[src/tcb_sub_pkg.sv]
//////////////////////////////
// TCB subordinate subsystem package
// bus widths, address map and ID value
//////////////////////////////

package tcb_sub_pkg;

//////////////////////////////
// bus widths
//////////////////////////////

  // byte address width
  localparam int unsigned TCB_ABW = 12;
  // data width
  localparam int unsigned TCB_DBW = 32;
  // byte enable width, one bit per byte
  localparam int unsigned TCB_BEW = TCB_DBW / 8;

//////////////////////////////
// address map
//////////////////////////////

  // sram word address width, 512 words at 0x000-0x7ff
  localparam int unsigned SRAM_AW = 9;

  // register block window, 0x800-0x80f
  localparam logic [TCB_ABW-1:0] REGS_BASE = 12'h800;
  localparam logic [TCB_ABW-1:0] REGS_MASK = 12'hff0;

  // value of the read-only ID register (register 3)
  localparam logic [TCB_DBW-1:0] REGS_ID = 32'h7cb5_0b01;

endpackage: tcb_sub_pkg

[src/tcb_regs.sv]
//////////////////////////////
// TCB register block target
// three scratch registers and a read-only ID
//////////////////////////////

`timescale 1ns/1ps

module tcb_regs #(
  // response delay
  parameter int unsigned DLY = 1
)(
  input  logic                              tcb,
  input  logic                              rst_n_i,
  // request
  input  logic                              vld_i,
  input  logic                              wen_i,
  input  logic [tcb_sub_pkg::TCB_ABW-1:0]   adr_i,
  input  logic [tcb_sub_pkg::TCB_BEW-1:0]   ben_i,
  input  logic [tcb_sub_pkg::TCB_DBW-1:0]   wdt_i,
  // response
  output logic                              rsp_o,
  output logic [tcb_sub_pkg::TCB_DBW-1:0]   rdt_o,
  output logic                              err_o
);

  import tcb_sub_pkg::*;

  // register index from the word address
  logic [1:0]         idx;
  // register 3 is the ID
  logic               id_sel;
  // scratch registers 0 to 2
  logic [TCB_DBW-1:0] scr [0:2];
  // read mux output
  logic [TCB_DBW-1:0] rd_dat;
  // response payload, error bit on top
  logic [TCB_DBW:0]   pay_d;
  logic [TCB_DBW:0]   pay_q;

  assign idx    = adr_i[3:2];
  assign id_sel = (idx == 2'd3);

//////////////////////////////
// scratch registers
//////////////////////////////

  always_ff @(posedge tcb or negedge rst_n_i) begin
    if (!rst_n_i) begin
      for (int i = 0; i < 3; i++) begin
        scr[i] <= '0;
      end
    end else if (vld_i && wen_i && !id_sel) begin
      for (int b = 0; b < TCB_BEW; b++) begin
        if (ben_i[b]) begin
          scr[idx][8*b+:8] <= wdt_i[8*b+:8];
        end
      end
    end
  end

  // read mux, old value on a same-cycle write
  always_comb begin
    case (idx)
      2'd0:    rd_dat = scr[0];
      2'd1:    rd_dat = scr[1];
      2'd2:    rd_dat = scr[2];
      default: rd_dat = REGS_ID;
    endcase
  end

  // write to the ID register is refused with an error
  assign pay_d = {wen_i & id_sel, (wen_i ? {TCB_DBW{1'b0}} : rd_dat)};

  tcb_rsp_dly #(
    .DLY       (DLY),
    .payload_t (logic [TCB_DBW:0])
  ) u_rsp_dly (
    .tcb     (tcb),
    .rst_n_i (rst_n_i),
    .trn_i   (vld_i),
    .dat_i   (pay_d),
    .rsp_o   (rsp_o),
    .dat_o   (pay_q)
  );

  assign rdt_o = pay_q[TCB_DBW-1:0];
  assign err_o = pay_q[TCB_DBW];

  // a write with no byte enabled is a manager fault
  a_wr_ben: assert property (
    @(posedge tcb) disable iff (!rst_n_i) (vld_i && wen_i) |-> (ben_i != '0)
  );

endmodule: tcb_regs

[src/tcb_rsp_dly.sv]
//////////////////////////////
// TCB response delay pipeline
// carries a payload DLY cycles after a transfer
//////////////////////////////

`timescale 1ns/1ps

module tcb_rsp_dly #(
  // response delay in clock cycles
  parameter int unsigned DLY = 1,
  // payload carried along with the valid bit
  parameter type payload_t = logic
)(
  input  logic     tcb,
  input  logic     rst_n_i,
  // transfer strobe and its payload
  input  logic     trn_i,
  input  payload_t dat_i,
  // delayed response
  output logic     rsp_o,
  output payload_t dat_o
);

  // zero delay has no pipeline stage to hold the response
  if (DLY < 1) begin: g_dly_chk
    $error("tcb_rsp_dly: DLY must be at least 1");
  end

//////////////////////////////
// pipeline stages
//////////////////////////////

  logic     pip_vld [0:DLY-1];
  payload_t pip_dat [0:DLY-1];

  // valid bit shifts every cycle, so back-to-back transfers stay in flight
  always_ff @(posedge tcb or negedge rst_n_i) begin
    if (!rst_n_i) begin
      for (int i = 0; i < DLY; i++) begin
        pip_vld[i] <= 1'b0;
      end
    end else begin
      pip_vld[0] <= trn_i;
      for (int i = 1; i < DLY; i++) begin
        pip_vld[i] <= pip_vld[i-1];
      end
    end
  end

  // first payload stage loads only on a transfer
  always_ff @(posedge tcb) begin
    if (trn_i) begin
      pip_dat[0] <= dat_i;
    end
    // later stages follow the valid bit
    for (int i = 1; i < DLY; i++) begin
      pip_dat[i] <= pip_dat[i-1];
    end
  end

  assign rsp_o = pip_vld[DLY-1];
  assign dat_o = pip_dat[DLY-1];

endmodule: tcb_rsp_dly

[config.mk]
export PLATFORM = sky130hd
export DESIGN_NAME = tcb_regs
export DESIGN_NICKNAME = d
export VERILOG_FILES = /design/src/tcb_sub_pkg.sv /design/src/tcb_regs.sv /design/src/tcb_rsp_dly.sv
export SDC_FILE = /design/constraint.sdc
export NUM_CORES = 1
export LEC_CHECK = 0
export BUFFER_PORTS_ARGS = -buffer_cell sky130_fd_sc_hd__buf_2
export CAP_MARGIN = 20
export CORE_ASPECT_RATIO = 1.75
export CORE_MARGIN = 2
export CORE_UTILIZATION = 32
export CTS_CLUSTER_DIAMETER = 50
export DETAILED_ROUTE_END_ITERATION = 10
export PLACE_DENSITY = 0.62
export SYNTH_ARGS = -nofsm -noshare
export SYNTH_HDL_FRONTEND = slang
export SYNTH_SLANG_ARGS = --single-unit
[constraint.sdc]
create_clock -name tcb -period 1.1 [get_ports tcb]
set_input_delay 0.055 -clock tcb [delete_from_list [all_inputs] [get_ports tcb]]
set_output_delay 0.055 -clock tcb [all_outputs]
set_load 0.01 [all_outputs]
Yosys cells after proc, flatten, opt, wreduce, memory -nomap -nowiden
Memories as Yosys holds them, arrays and structs flattened.
Index checks and enable logic that the tools add are counted.
- register bits: 97
- bits in writable memories: 33
- bits of input ports: 52
- output and inout port bits: 34
- word-level logic and storage cells: 40
- memories kept: 1
- memory list (name ; depth ; bits a word ; read ports ; clocked after Yosys merged registers in ; write ports ; RTL line ; RTL):
    u_rsp_dly.pip_dat ; 1 ; 33 ; 1 ; 0 ; 1 ; tcb_rsp_dly.sv:34 ; payload_t pip_dat [0:DLY-1];
- order comparisons: 2
- equal/unequal tests: 3
- muxes and demuxes: 23
- bitwise gates (word level): 2
- reductions and logical operators: 5
- operators by type and width (operator ; count):
    $mux W96 ; 7
    $bwmux W96 ; 4
    $demux W32 S2 ; 4
    $pmux W32 S3 ; 1
    $mux W32 ; 2
    $mux W24 ; 1
    $mux W16 ; 1
    $mux W8 ; 1
    $eq A2 B2 Y1 const B ; 2
    $ge A3 B3 Y1 const B ; 1
    $logic_and A1 B1 Y1 ; 3
    $lt A3 B1 Y1 const B ; 1
    $not A2 Y3 ; 1
    $eq A2 B1 Y1 const B ; 1
    $logic_not A2 Y1 ; 1
    $mux W1 ; 2
    $and A1 B1 Y1 ; 1
    $logic_not A1 Y1 ; 1

Longest topological paths before layout
- word-level depth: 16
- mapped depth: 6

Modules after synthesis
Synthesis repeated with hierarchy kept, for this count alone.
- cells, all modules: 381
- area total of the unflattened synthesis: 5474.0 µm²
- by module, submodules not included (module ; instances ; cells each ; area each (µm²)):
    tcb_regs ; 1 ; 347 ; 4458.0
    tcb_rsp_dly ; 1 ; 34 ; 1016.0

Worst setup path before layout
Ideal clock, no wire load.
- kind: input to register
- start: input port adr_i[3] (netlist bit)
- end: memory u_rsp_dly.pip_dat[0][16] (netlist bit), data pin
- setup time: 0.266 ns
- arrival: 0.968 ns
- required time: 0.834 ns
- setup slack: -0.134 ns
- stages: 5
- buffers on the path: 2
- path through: buf_2 -> buf_2 -> mux2_2 -> o22ai_1 -> nor2_1
- word-level cells in the longest chain between the ends: 3
- ends and longest elaborated chain (element ; RTL line ; RTL):
    start: declaration ; tcb_regs.sv:17 ; input logic [tcb_sub_pkg::TCB_ABW-1:0] adr_i,
    $eq A2 B2 Y1, or another cell as far along ; tcb_regs.sv:63 ; case (idx)
    $pmux W32 S3 * ; tcb_regs.sv:63 ;
    $mux W32 * ; tcb_regs.sv:72 ; assign pay_d = {wen_i & id_sel, (wen_i ? {TCB_DBW{1'b0}} : rd_dat)};
    end: declaration ; tcb_rsp_dly.sv:34 ;
Every way passes the cells marked *; elsewhere a longest branch is shown, timed or not.

Worst setup path after layout
- start: register scr[93] (netlist bit)
- end: memory u_rsp_dly.pip_dat[0][29] (netlist bit), data pin
- word-level cells in the longest chain between the ends: 2
- ends and longest elaborated chain (element ; RTL line ; RTL):
    start: declaration ; tcb_regs.sv:33 ; logic [TCB_DBW-1:0] scr [0:2];
    start signal: indexed assignment ; tcb_regs.sv:55 ; scr[idx][8*b+:8] <= wdt_i[8*b+:8];
    $pmux W32 S3 ; tcb_regs.sv:63 ;
    $mux W32 ; tcb_regs.sv:72 ;
No other way between the ends.

==> impl_metrics.yaml <==
outcome:
  outcome: "finished with violations"
  violations: "negative setup slack"
logic_synthesis:
  avgSynthCellArea_um2: 14.37
  synth.area.top_cells: "dfrtp_1 (44%), mux2_2 (23%), edfxtp_1 (18%)"
  ys_types: 22
  yosysTopAreaCell: "dfrtp_1"
  synth_cells: 381
  ys_seq_area_share_pct: 62.42
  synth_fp_nets: 433
  syn_area_um2: 5477
  synth-seq-cells: 130
  ys_warn_count: 0
  synth_top_area_share_pct: 44.32
global_routing:
  grt_pass1_wl_mm: 20.18
  antenna_found_initial: 0
  grt_start_max_net_pins: 49
  grt_pass1_vias: 3919
  grt_overflow: 0
  grt_usage_pct: 14.59
clock_tree:
  cts_sinks: 130
  clock_latency_ps: 410
  cts_tree: "built"
  htree_num_levels: 4
  root_buffer: "clkbuf_16"
  cts.clk_slew.worst_paths_ps: 60
  numCtsBuffers: 17
  cts_buffer_depth: 2
critical_path:
  critPathArrivalTime_ps: 1260
  cp-start-kind: "flop"
  cp-end-kind: "flop"
  crit_fanout: 2
  path_class: "reg -> reg"
  worstPathRequired_ps: 1260
route:
  drc: 0
  vias: 3606
  routed_wirelength_mm: 12.85
  postRouteAntennaNets: 0
  via_per_inst: 4.635
  routedWlPerCell_um: 16.52
  dr.pass1.iters: 4
  drt_iter0_markers: 143
final_layout:
  drive_above_1_share_pct: 55.17
  stdcell_count: 778
  final.fill_count: 1563
  final_area_um2: 7508
  final_common_cell: "mux2_2"
  nets: 590
  num_antenna_cells: 0
  layout_common_cells: "mux2_2 (106), dfrtp_1 (97), buf_2 (74)"
  final_util_pct: 44.51
  syn2layout_area_growth_pct: 37.10
sta:
  grt_setup_unrepaired: "yes"
  postLayoutSetupSlackWorst_ps: -1.097
  worst_pin_slew_ps: 402.9
  final_max_slew_viol_count: 0
  relSlewSlack_pct: 73.14
  skew_ps: 11.21
  fin_crit_sh_pct: 100.1
  layout_min_cycle_time_ps: 1101
  fmax_mhz: 908.2
  finalSetupViolCount: 1
  finalHoldViolCount: 0
placed_design:
  port-buffer-count: 75
  hpwl_mm: 9.056
  place_congestion: 0.8060
  dp.cells: 710
  placed_area_um2: 6513
die:
  rows: 63
  dieArea_um2: 18220
  die_w_um: 102.9
  initial_utilization_pct: 32.47
  coreArea_um2: 16870
  io_pins: 86
  fp.dieH_um: 177.1
job:
  max_cap_violations: 0
power_and_ir_drop:
  p_leak_nw: 3.288
  ir_worst_vdd_uv: 868.7
  p_per_area_nw_per_um2: 1840
worst_hold_path:
  hp-class: "in -> async"
flip-flops by register name, summed over array words and instances (netlist names):
name,flops
u_rsp_dly.pip_dat,33
scr,96
u_rsp_dly.rsp_o,1
cell usage after synthesis:
library cell	instances
or3_1	3
dfrtp_1	97
mux2_2	110
nand2b_1	2
nor2_1	14
nand3_1	3
nand4_1	1
nor3b_2	1
o22ai_1	14
buf_1	2
and3_1	1
edfxtp_1	33
buf_4	3
nor2b_1	2
nor3_2	1
nor2_2	6
buf_2	6
a21oi_1	18
clkbuf_1	8
or2_2	18
mux2i_1	18
nand2_1	20
through the flow:
step / setup TNS [ps] / power, mW / setup WS (ps) / hold slack, ps
2_1_floorplan: -1821 / 7.689 / -43.43 / -240.6
3_3_place_gp: -26420 / 8.300 / -283.6 / -88.25
3_5_place_dp: -29140 / 8.458 / -334.1 / -87.23
4_1_cts: 0 / 13.80 / 0.4138 / 18.94
5_1_grt: -89.07 / 14.43 / -34.06 / 35.75
6_report: -1.097 / 13.81 / -1.097 / 27.48
layer usage:
metal  share of wire, %  up-vias  wire length, um  global-route usage, %
met5                  0        -                0                      0
met4                1.7        0              218                  4.934
met3                4.0       12              514                  3.989
met2                 54       80             6973                  25.87
met1                 40     1826             5142                  16.56
li1                   -     1688                -                      -
path summary, 6_finish.rpt:
check | cells after the start | from | slack (ps) | to
setup reg to reg | 3 | scr[93] | -1 | u_rsp_dly.pip_dat[0][29]
setup / recovery | 3 | scr[93] | -1 | u_rsp_dly.pip_dat[0][29]
hold / removal | 2 | rst_n_i | 30 | scr[37]
min in group tcb | 2 | vld_i | 100 | u_rsp_dly.rsp_o
hold reg to reg | 1 | scr[21] | 500 | scr[21]
max in group asynchronous | 3 | rst_n_i | 560 | scr[21]
layout make-up:
type                            instances  area (um2)  area share [%]
Multi-Input combinational cell        232        2106           28.05
Sequential cell                       130        3418           45.53
Timing Repair Buffer                  157        1151           15.33
Clock buffer                           22       464.2           6.182
Tap cell                              227       284.0           3.783
Clock inverter                         10       85.08           1.133
power by group:
group	leakage [nW]	total (mW)	internal [mW]	switching [mW]
Clock	0.262	5.21	3.20	2.01
Combinational	1.50	2.20	1.33	0.871
Sequential	1.53	6.40	5.93	0.473
critical path, stage by stage, from the launching register on:
cell	delay (ps)
dfrtp_1	390
mux2_4	290
o22ai_4	110
nor2_1	60
kinds of logic (layout without fill, tap and decap cells):
family                 Yosys count  in the layout  synth area share (%)
DFF                            130            130                 62.42
buffers and inverters           19            189                 1.645
muxes                          128            128                 25.91
and+or+nand+nor                 72             72                 6.786
AOI/OAI and AO/OA               32             32                 3.244
what timing repair did:
action,4_1_cts,5_1_grt
cloned,0,0
endpoints found under the hold margin,193,0
hold buffers,33,0
endpoints found under the setup margin,3,13
gates resized for setup,3,13
buffers inserted,0,3
pin swaps,1,3
Power figures use the tool's default switching activity.
