$ cat src/tcb_sub_pkg.sv
//////////////////////////////
// TCB subordinate subsystem package
// bus widths, address map and ID value
//////////////////////////////

package tcb_sub_pkg;

//////////////////////////////
// bus widths
//////////////////////////////

  // byte address width
  localparam int unsigned TCB_ABW = 12;
  // data width
  localparam int unsigned TCB_DBW = 32;
  // byte enable width, one bit per byte
  localparam int unsigned TCB_BEW = TCB_DBW / 8;

//////////////////////////////
// address map
//////////////////////////////

  // sram word address width, 512 words at 0x000-0x7ff
  localparam int unsigned SRAM_AW = 9;

  // register block window, 0x800-0x80f
  localparam logic [TCB_ABW-1:0] REGS_BASE = 12'h800;
  localparam logic [TCB_ABW-1:0] REGS_MASK = 12'hff0;

  // value of the read-only ID register (register 3)
  localparam logic [TCB_DBW-1:0] REGS_ID = 32'h7cb5_0b01;

endpackage: tcb_sub_pkg

$ cat src/tcb_dec.sv
//////////////////////////////
// TCB address decoder
// routes requests, merges responses, errors unmapped
//////////////////////////////

`timescale 1ns/1ps

module tcb_dec #(
  // response delay
  parameter int unsigned DLY = 1
)(
  input  logic                              tcb,
  input  logic                              rst_n_i,
  // outside request and response
  input  logic                              vld_i,
  input  logic [tcb_sub_pkg::TCB_ABW-1:0]   adr_i,
  output logic                              rdy_o,
  output logic                              rsp_o,
  output logic [tcb_sub_pkg::TCB_DBW-1:0]   rdt_o,
  output logic                              err_o,
  // per target request valid
  output logic                              sram_vld_o,
  output logic                              regs_vld_o,
  // sram response
  input  logic                              sram_rsp_i,
  input  logic [tcb_sub_pkg::TCB_DBW-1:0]   sram_rdt_i,
  input  logic                              sram_err_i,
  // register block response
  input  logic                              regs_rsp_i,
  input  logic [tcb_sub_pkg::TCB_DBW-1:0]   regs_rdt_i,
  input  logic                              regs_err_i
);

  import tcb_sub_pkg::*;

  // target select encoding
  localparam logic [1:0] SEL_SRAM = 2'd0;
  localparam logic [1:0] SEL_REGS = 2'd1;
  localparam logic [1:0] SEL_NONE = 2'd2;

  logic       rdy_q;
  logic       trn;
  logic       sram_hit;
  logic       regs_hit;
  logic [1:0] sel_d;
  logic [1:0] sel_q;
  logic       dly_vld;
  logic       tgt_rsp;

//////////////////////////////
// request side
//////////////////////////////

  // ready rises on the first edge after reset and stays up
  always_ff @(posedge tcb or negedge rst_n_i) begin
    if (!rst_n_i) begin
      rdy_q <= 1'b0;
    end else begin
      rdy_q <= 1'b1;
    end
  end

  assign rdy_o = rdy_q;
  assign trn   = vld_i & rdy_q;

  // sram: upper address bits above the word range all zero
  assign sram_hit = (adr_i[TCB_ABW-1:SRAM_AW+2] == '0);
  assign regs_hit = ((adr_i & REGS_MASK) == REGS_BASE);

  assign sel_d = sram_hit ? SEL_SRAM : (regs_hit ? SEL_REGS : SEL_NONE);

  // one target per transfer
  assign sram_vld_o = trn & sram_hit;
  assign regs_vld_o = trn & regs_hit;

//////////////////////////////
// response side
//////////////////////////////

  tcb_rsp_dly #(
    .DLY       (DLY),
    .payload_t (logic [1:0])
  ) u_sel_dly (
    .tcb     (tcb),
    .rst_n_i (rst_n_i),
    .trn_i   (trn),
    .dat_i   (sel_d),
    .rsp_o   (dly_vld),
    .dat_o   (sel_q)
  );

  // merge by delayed select, unmapped gives err with zero data
  always_comb begin
    case (sel_q)
      SEL_SRAM: begin
        tgt_rsp = sram_rsp_i;
        rdt_o   = sram_rdt_i;
        err_o   = sram_err_i;
      end
      SEL_REGS: begin
        tgt_rsp = regs_rsp_i;
        rdt_o   = regs_rdt_i;
        err_o   = regs_err_i;
      end
      default: begin
        tgt_rsp = dly_vld;
        rdt_o   = '0;
        err_o   = 1'b1;
      end
    endcase
  end

  assign rsp_o = dly_vld;

  // selected target answers in step with the decoder pipeline
  a_rsp_sync: assert property (
    @(posedge tcb) disable iff (!rst_n_i) tgt_rsp == dly_vld
  );

endmodule: tcb_dec

$ cat src/tcb_rsp_dly.sv
//////////////////////////////
// TCB response delay pipeline
// carries a payload DLY cycles after a transfer
//////////////////////////////

`timescale 1ns/1ps

module tcb_rsp_dly #(
  // response delay in clock cycles
  parameter int unsigned DLY = 1,
  // payload carried along with the valid bit
  parameter type payload_t = logic
)(
  input  logic     tcb,
  input  logic     rst_n_i,
  // transfer strobe and its payload
  input  logic     trn_i,
  input  payload_t dat_i,
  // delayed response
  output logic     rsp_o,
  output payload_t dat_o
);

  // zero delay has no pipeline stage to hold the response
  if (DLY < 1) begin: g_dly_chk
    $error("tcb_rsp_dly: DLY must be at least 1");
  end

//////////////////////////////
// pipeline stages
//////////////////////////////

  logic     pip_vld [0:DLY-1];
  payload_t pip_dat [0:DLY-1];

  // valid bit shifts every cycle, so back-to-back transfers stay in flight
  always_ff @(posedge tcb or negedge rst_n_i) begin
    if (!rst_n_i) begin
      for (int i = 0; i < DLY; i++) begin
        pip_vld[i] <= 1'b0;
      end
    end else begin
      pip_vld[0] <= trn_i;
      for (int i = 1; i < DLY; i++) begin
        pip_vld[i] <= pip_vld[i-1];
      end
    end
  end

  // first payload stage loads only on a transfer
  always_ff @(posedge tcb) begin
    if (trn_i) begin
      pip_dat[0] <= dat_i;
    end
    // later stages follow the valid bit
    for (int i = 1; i < DLY; i++) begin
      pip_dat[i] <= pip_dat[i-1];
    end
  end

  assign rsp_o = pip_vld[DLY-1];
  assign dat_o = pip_dat[DLY-1];

endmodule: tcb_rsp_dly

$ cat config.mk
export PLATFORM = sky130hd
export DESIGN_NAME = tcb_dec
export DESIGN_NICKNAME = d
export VERILOG_FILES = /design/src/tcb_sub_pkg.sv /design/src/tcb_dec.sv /design/src/tcb_rsp_dly.sv
export SDC_FILE = /design/constraint.sdc
export NUM_CORES = 1
export LEC_CHECK = 0
export BUFFER_PORTS_ARGS = -buffer_cell sky130_fd_sc_hd__buf_2
export CORE_MARGIN = 3
export CORE_UTILIZATION = 30
export DETAILED_ROUTE_END_ITERATION = 8
export HOLD_SLACK_MARGIN = 0.08
export PLACE_DENSITY = 0.87
export SLEW_MARGIN = 20
export SYNTH_ARGS = -nofsm -noshare
export SYNTH_HDL_FRONTEND = slang
export SYNTH_SLANG_ARGS = --single-unit
export TNS_END_PERCENT = 50
$ cat constraint.sdc
create_clock -name tcb -period 1.6 [get_ports tcb]
set_input_delay 0.08 -clock tcb [delete_from_list [all_inputs] [get_ports tcb]]
set_output_delay 0.08 -clock tcb [all_outputs]
set_load 0.02 [all_outputs]
# [Word-level counts from Yosys, hierarchy flattened]
# Memories as Yosys holds them, arrays and structs flattened.
# Index checks and enable logic that the tools add are counted.
[totals] mem_bits_rw=2 output_inout_bits=37 n_memories=1 input_bits=83 reg_bits=2
[mem_list] memory="u_sel_dly.pip_dat" depth=1 word_bits=2 rd=1 rd_clocked_by_memory_dff=0 wr=1 line="tcb_rsp_dly.sv:34" rtl="payload_t pip_dat [0:DLY-1];"
[classes] n_eq_ne=2 bitwise=4 n_reduce_logical=1 n_mux=6
[ops] cell="32-bit case mux with 2 select lines" n=1
[ops] cell="8-bit equality test (second input constant)" n=1
[ops] cell="2-bit 2-to-1 mux" n=2
[ops] cell="1-bit bitwise AND" n=3
[ops] cell="2-bit by 1-bit equality test with 1-bit output (second input constant)" n=1
[ops] cell="2-bit zero test" n=1
[ops] cell="1-bit 2-to-1 mux" n=2
[ops] cell="1-bit case mux with 2 select lines" n=1
[ops] cell="1-bit NOT" n=1

# [Longest topological paths before layout]
[logic_depth] word_depth=3 depth_mapped=4 ltp_nobuf=2

# [By module]
# A second synthesis with hierarchy kept.
[unflattened] hier_cells=87 hier_area_um2=669.4
[by_module_without_submodules] module="tcb_dec" n_inst=1 area_per_inst_um2=584.3 cells_per_inst=84 seq_area_each_um2=25.0
[by_module_without_submodules] module="tcb_rsp_dly" n_inst=1 area_per_inst_um2=85.1 cells_per_inst=3 seq_area_each_um2=85.1

# [Least setup slack after synthesis]
# Ideal clock, no wire load.
[synth_timing] path_type="register -> output" startpoint="memory u_sel_dly.pip_dat[0][0] (netlist bit)" endpoint="output port rdt_o[0] (netlist bit)" slack_ns=0.471 required_time_ns=1.520 n_path_buf=2 stages_incl_launch_ff=5 arrival_ns=1.049 cell_sequence="edfxtp_1 -> buf_6 -> buf_12 -> mux2i_1 -> nor2_1"
[synth_via] elab_chain_cells=3 elab_cells_between_ends=4 classes_between="eq/ne (1); mux (1); reduce/logical (1); memory (1)"
[synth_lines] element="start: declaration" line="tcb_rsp_dly.sv:34"
[synth_lines] element="memory 1 x 2 bit *"
[synth_lines] element="2-bit by 1-bit equality test with 1-bit output / 2-bit zero test (equally long branches)" line="tcb_dec.sv:94" rtl="case (sel_q)"
[synth_lines] element="32-bit case mux with 2 select lines *" line="tcb_dec.sv:94"
[synth_lines] element="end: declaration" line="tcb_dec.sv:19" rtl="output logic [tcb_sub_pkg::TCB_DBW-1:0] rdt_o,"
# Mark *: on every way between the ends. The rest lies on a longest branch, timed or not.

# [Worst setup path in the final report]
[layout_timing] startpoint="memory u_sel_dly.pip_dat[0][0] (netlist bit)" endpoint="output port err_o"
[layout_via] elab_chain_cells=3 elab_cells_between_ends=4 classes_between="eq/ne (1); mux (1); reduce/logical (1); memory (1)"
[layout_lines] element="memory 1 x 2 bit *"
[layout_lines] element="2-bit by 1-bit equality test with 1-bit output / 2-bit zero test (equally long branches)" line="tcb_dec.sv:94"
[layout_lines] element="1-bit case mux with 2 select lines *" line="tcb_dec.sv:94"
[layout_lines] element="end: declaration" line="tcb_dec.sv:20" rtl="output logic err_o,"
# Marked as above.

==> results.cfg <==
[outcome]
status = finished, final reports clean

[synthesis]
synthCells = 86
netlist_area_um2 = 712
ys_warn_count = 0
synth_cell_type_count = 17
synth-seq-cells = 4
syn-num-nets = 169
seq_area_frac_synth_pct = 15.5
syn-mean-instance-area_um2 = 8.28

[sta]
setup_violations = 0
finalMaxSlewViolations = 0
clock_skew_ns = 0.00135
hold_ws_ns = 0.166
rsz0062_at_grt = no
finalCriticalPeriod_ns = 1.50
finalCritPeriodShare_pct = 94.1
setup_slack_ns = 0.0952
hold_viol = 0
tns_ns = 0
fmax_mhz = 665

[finish]
final_common_cell = buf_2
syn_to_final_growth_pct = 84.0
insertedDiodeCount = 0
layout_common_cells = buf_2, mux2i_1, nor2_1
fin_area_um2 = 1310
layout-drive-gt1-share_pct = 60.8
final_nets = 284

[global_route]
grt_max_degree = 19
antenna_found_initial = 0
track_usage_pct = 15.3
gr-total-overflow = 0
grt_pass1_wl_um = 3420
grt_pass1_vias = 901

[clocking]
cts-root-buf = clkbuf_4
cts_sinks = 4
postCtsSetupRepairBufs = 0
clockBufferDepth = 2
clk_latency_ns = 0.23
ctsResizeCount = 0
cts-buffers-inserted = 3
cts.clk_slew.worst_paths_ns = 0.04
cts_tree = yes
cts_max_level = 1

[critical_path]
path_cells = buf_12, nor2b_1, a211o_1, buf_2
cp-start-kind = register
max_stage_delay_ns = 0.51
critPathKind = register to output port
slowest_stage = edfxtp_1
crit_arrival_ns = 1.42
reg2reg_depth = 1
required_ns = 1.52
crit_path_end_kind = output port
cp_max_fo = 17

[placement]
placed_area_um2 = 1280
place_ws_ns = 0.330
dp_hpwl_um = 2090
place_congestion = 0.695
numPortBuffers = 113

[floorplan]
die_area_um2 = 2990
fp.dieH_um = 54.7
core-area_um2 = 2230
initial_core_util_pct = 31.9
rows = 17
die_w_um = 54.7
ios = 120

[power_and_ir_drop]
power.density_nw_per_um2 = 371
swShare_pct = 34.3
peakVddDrop_mv = 0.295
power.switching_uw = 167
leakagePower_uw = 0.000709
combPwrFrac_pct = 51.0
power_frac_seq_pct = 23.5
p_clk_share_pct = 25.5
intPower_uw = 319

[detailed_routing]
wl_per_cell_um = 10.6
totalWireLength_um = 2400
avgViaCountPerCell = 4.55
vias = 1032
drt-pass1-iter-count = 3
drc_errors = 0
drt_iter0_drc = 2
ant_nets = 0

[flow_run]
cap_viol_max_count = 0

[hold_path]
hold_path_class = input pin to async pin
metal layers:
layer | part of all wire [%] | up-vias | track usage (%) | routed length (um)
li1 | - | 522 | - | -
met1 | 32 | 447 | 14.3 | 773
met2 | 56 | 61 | 32.1 | 1330
met3 | 11 | 2 | 1.63 | 272
met4 | 0.79 | 0 | 6.22 | 19
met5 | 0 | - | 0 | 0
power groups by stage:
| stage | logic, uW | registers (uW) | clock network, uW |
|---|---|---|---|
| finish | 248 | 114 | 124 |
| global route | 277 | 115 | 137 |
| CTS | 251 | 115 | 127 |
| detailed placement | 249 | 116 | 0 |
| global placement | 242 | 115 | 0 |
| floorplan | 109 | 119 | 0 |
cells in the mapped netlist:
| cell | instances | area, um2 |
|---|---|---|
| and4_1 | 1 | 8.76 |
| a21boi_0 | 1 | 7.51 |
| and2_1 | 1 | 6.26 |
| buf_2 | 3 | 15.0 |
| clkbuf_1 | 1 | 3.75 |
| dfrtp_1 | 2 | 50.1 |
| and3_1 | 1 | 6.26 |
| buf_6 | 1 | 11.3 |
| nor2b_1 | 2 | 12.5 |
| nor2_1 | 32 | 120 |
| nor4_2 | 1 | 12.5 |
| edfxtp_1 | 2 | 60.1 |
| nor3_1 | 1 | 5.00 |
| a211o_1 | 1 | 8.76 |
| conb_1 | 1 | 3.75 |
| buf_12 | 3 | 60.1 |
| mux2i_1 | 32 | 320 |
layout make-up:
type                    count  area (um2)
well taps                  28        35.0
multi-input cells          74         512
clock buffers               3        22.5
repair buffers            118         631
flip-flops and latches      4         110
fillers                   224         923
sequential cells by signal, summed over array words and instances, names as in the netlist:
register	cells
rdy_o	1
u_sel_dly.pip_dat	2
u_sel_dly.rsp_o	1
what timing repair did:
| action | CTS | global route |
|---|---|---|
| setup endpoints to repair | 0 | 0 |
| hold endpoints to repair | 2 | 0 |
| hold buffers | 1 | 0 |
critical path: cells and delay by family (launching register included):
family | cells | cell delay [ns]
compound gates | 1 | 0.25
buf+inv | 2 | 0.36
flops | 1 | 0.51
simple gates | 1 | 0.06
cell families (layout without fill, tap and decap cells):
| kind of cell | after synthesis | in the layout | synth area share (%) |
|---|---|---|---|
| compound gates | 2 | 2 | 2.29 |
| simple gates | 39 | 39 | 24.1 |
| mux | 32 | 32 | 45.0 |
| other cells | 1 | 1 | 0.527 |
| flops | 4 | 4 | 15.5 |
| buf+inv | 8 | 121 | 12.7 |
stage by stage:
step | utilization [%] | power [uW] | std cells
4_1_cts | 58.7 | 493 | 227
2_1_floorplan | - | 228 | 86
3_3_place_gp | 57.2 | 358 | 223
5_1_grt | 58.7 | 529 | 227
3_5_place_dp | 57.2 | 365 | 223
6_report | 58.7 | 486 | 227
final timing paths:
path | endpoint | start | slack (ns)
max reg2reg | u_sel_dly.pip_dat[0][1]$_SDFFCE_PN0P_ | rdy_o$_DFF_PN0_ | 0.75
min in group tcb | u_sel_dly.rsp_o$_DFF_PN0_ | vld_i | 0.19
min reg2reg | u_sel_dly.rsp_o$_DFF_PN0_ | rdy_o$_DFF_PN0_ | 0.61
max | err_o | u_sel_dly.pip_dat[0][0]$_SDFFCE_PN0P_ | 0.1
min | rdy_o$_DFF_PN0_ | rst_n_i | 0.17
max in group asynchronous | u_sel_dly.rsp_o$_DFF_PN0_ | rst_n_i | 1.33
(Power assumes the default switching activity.)
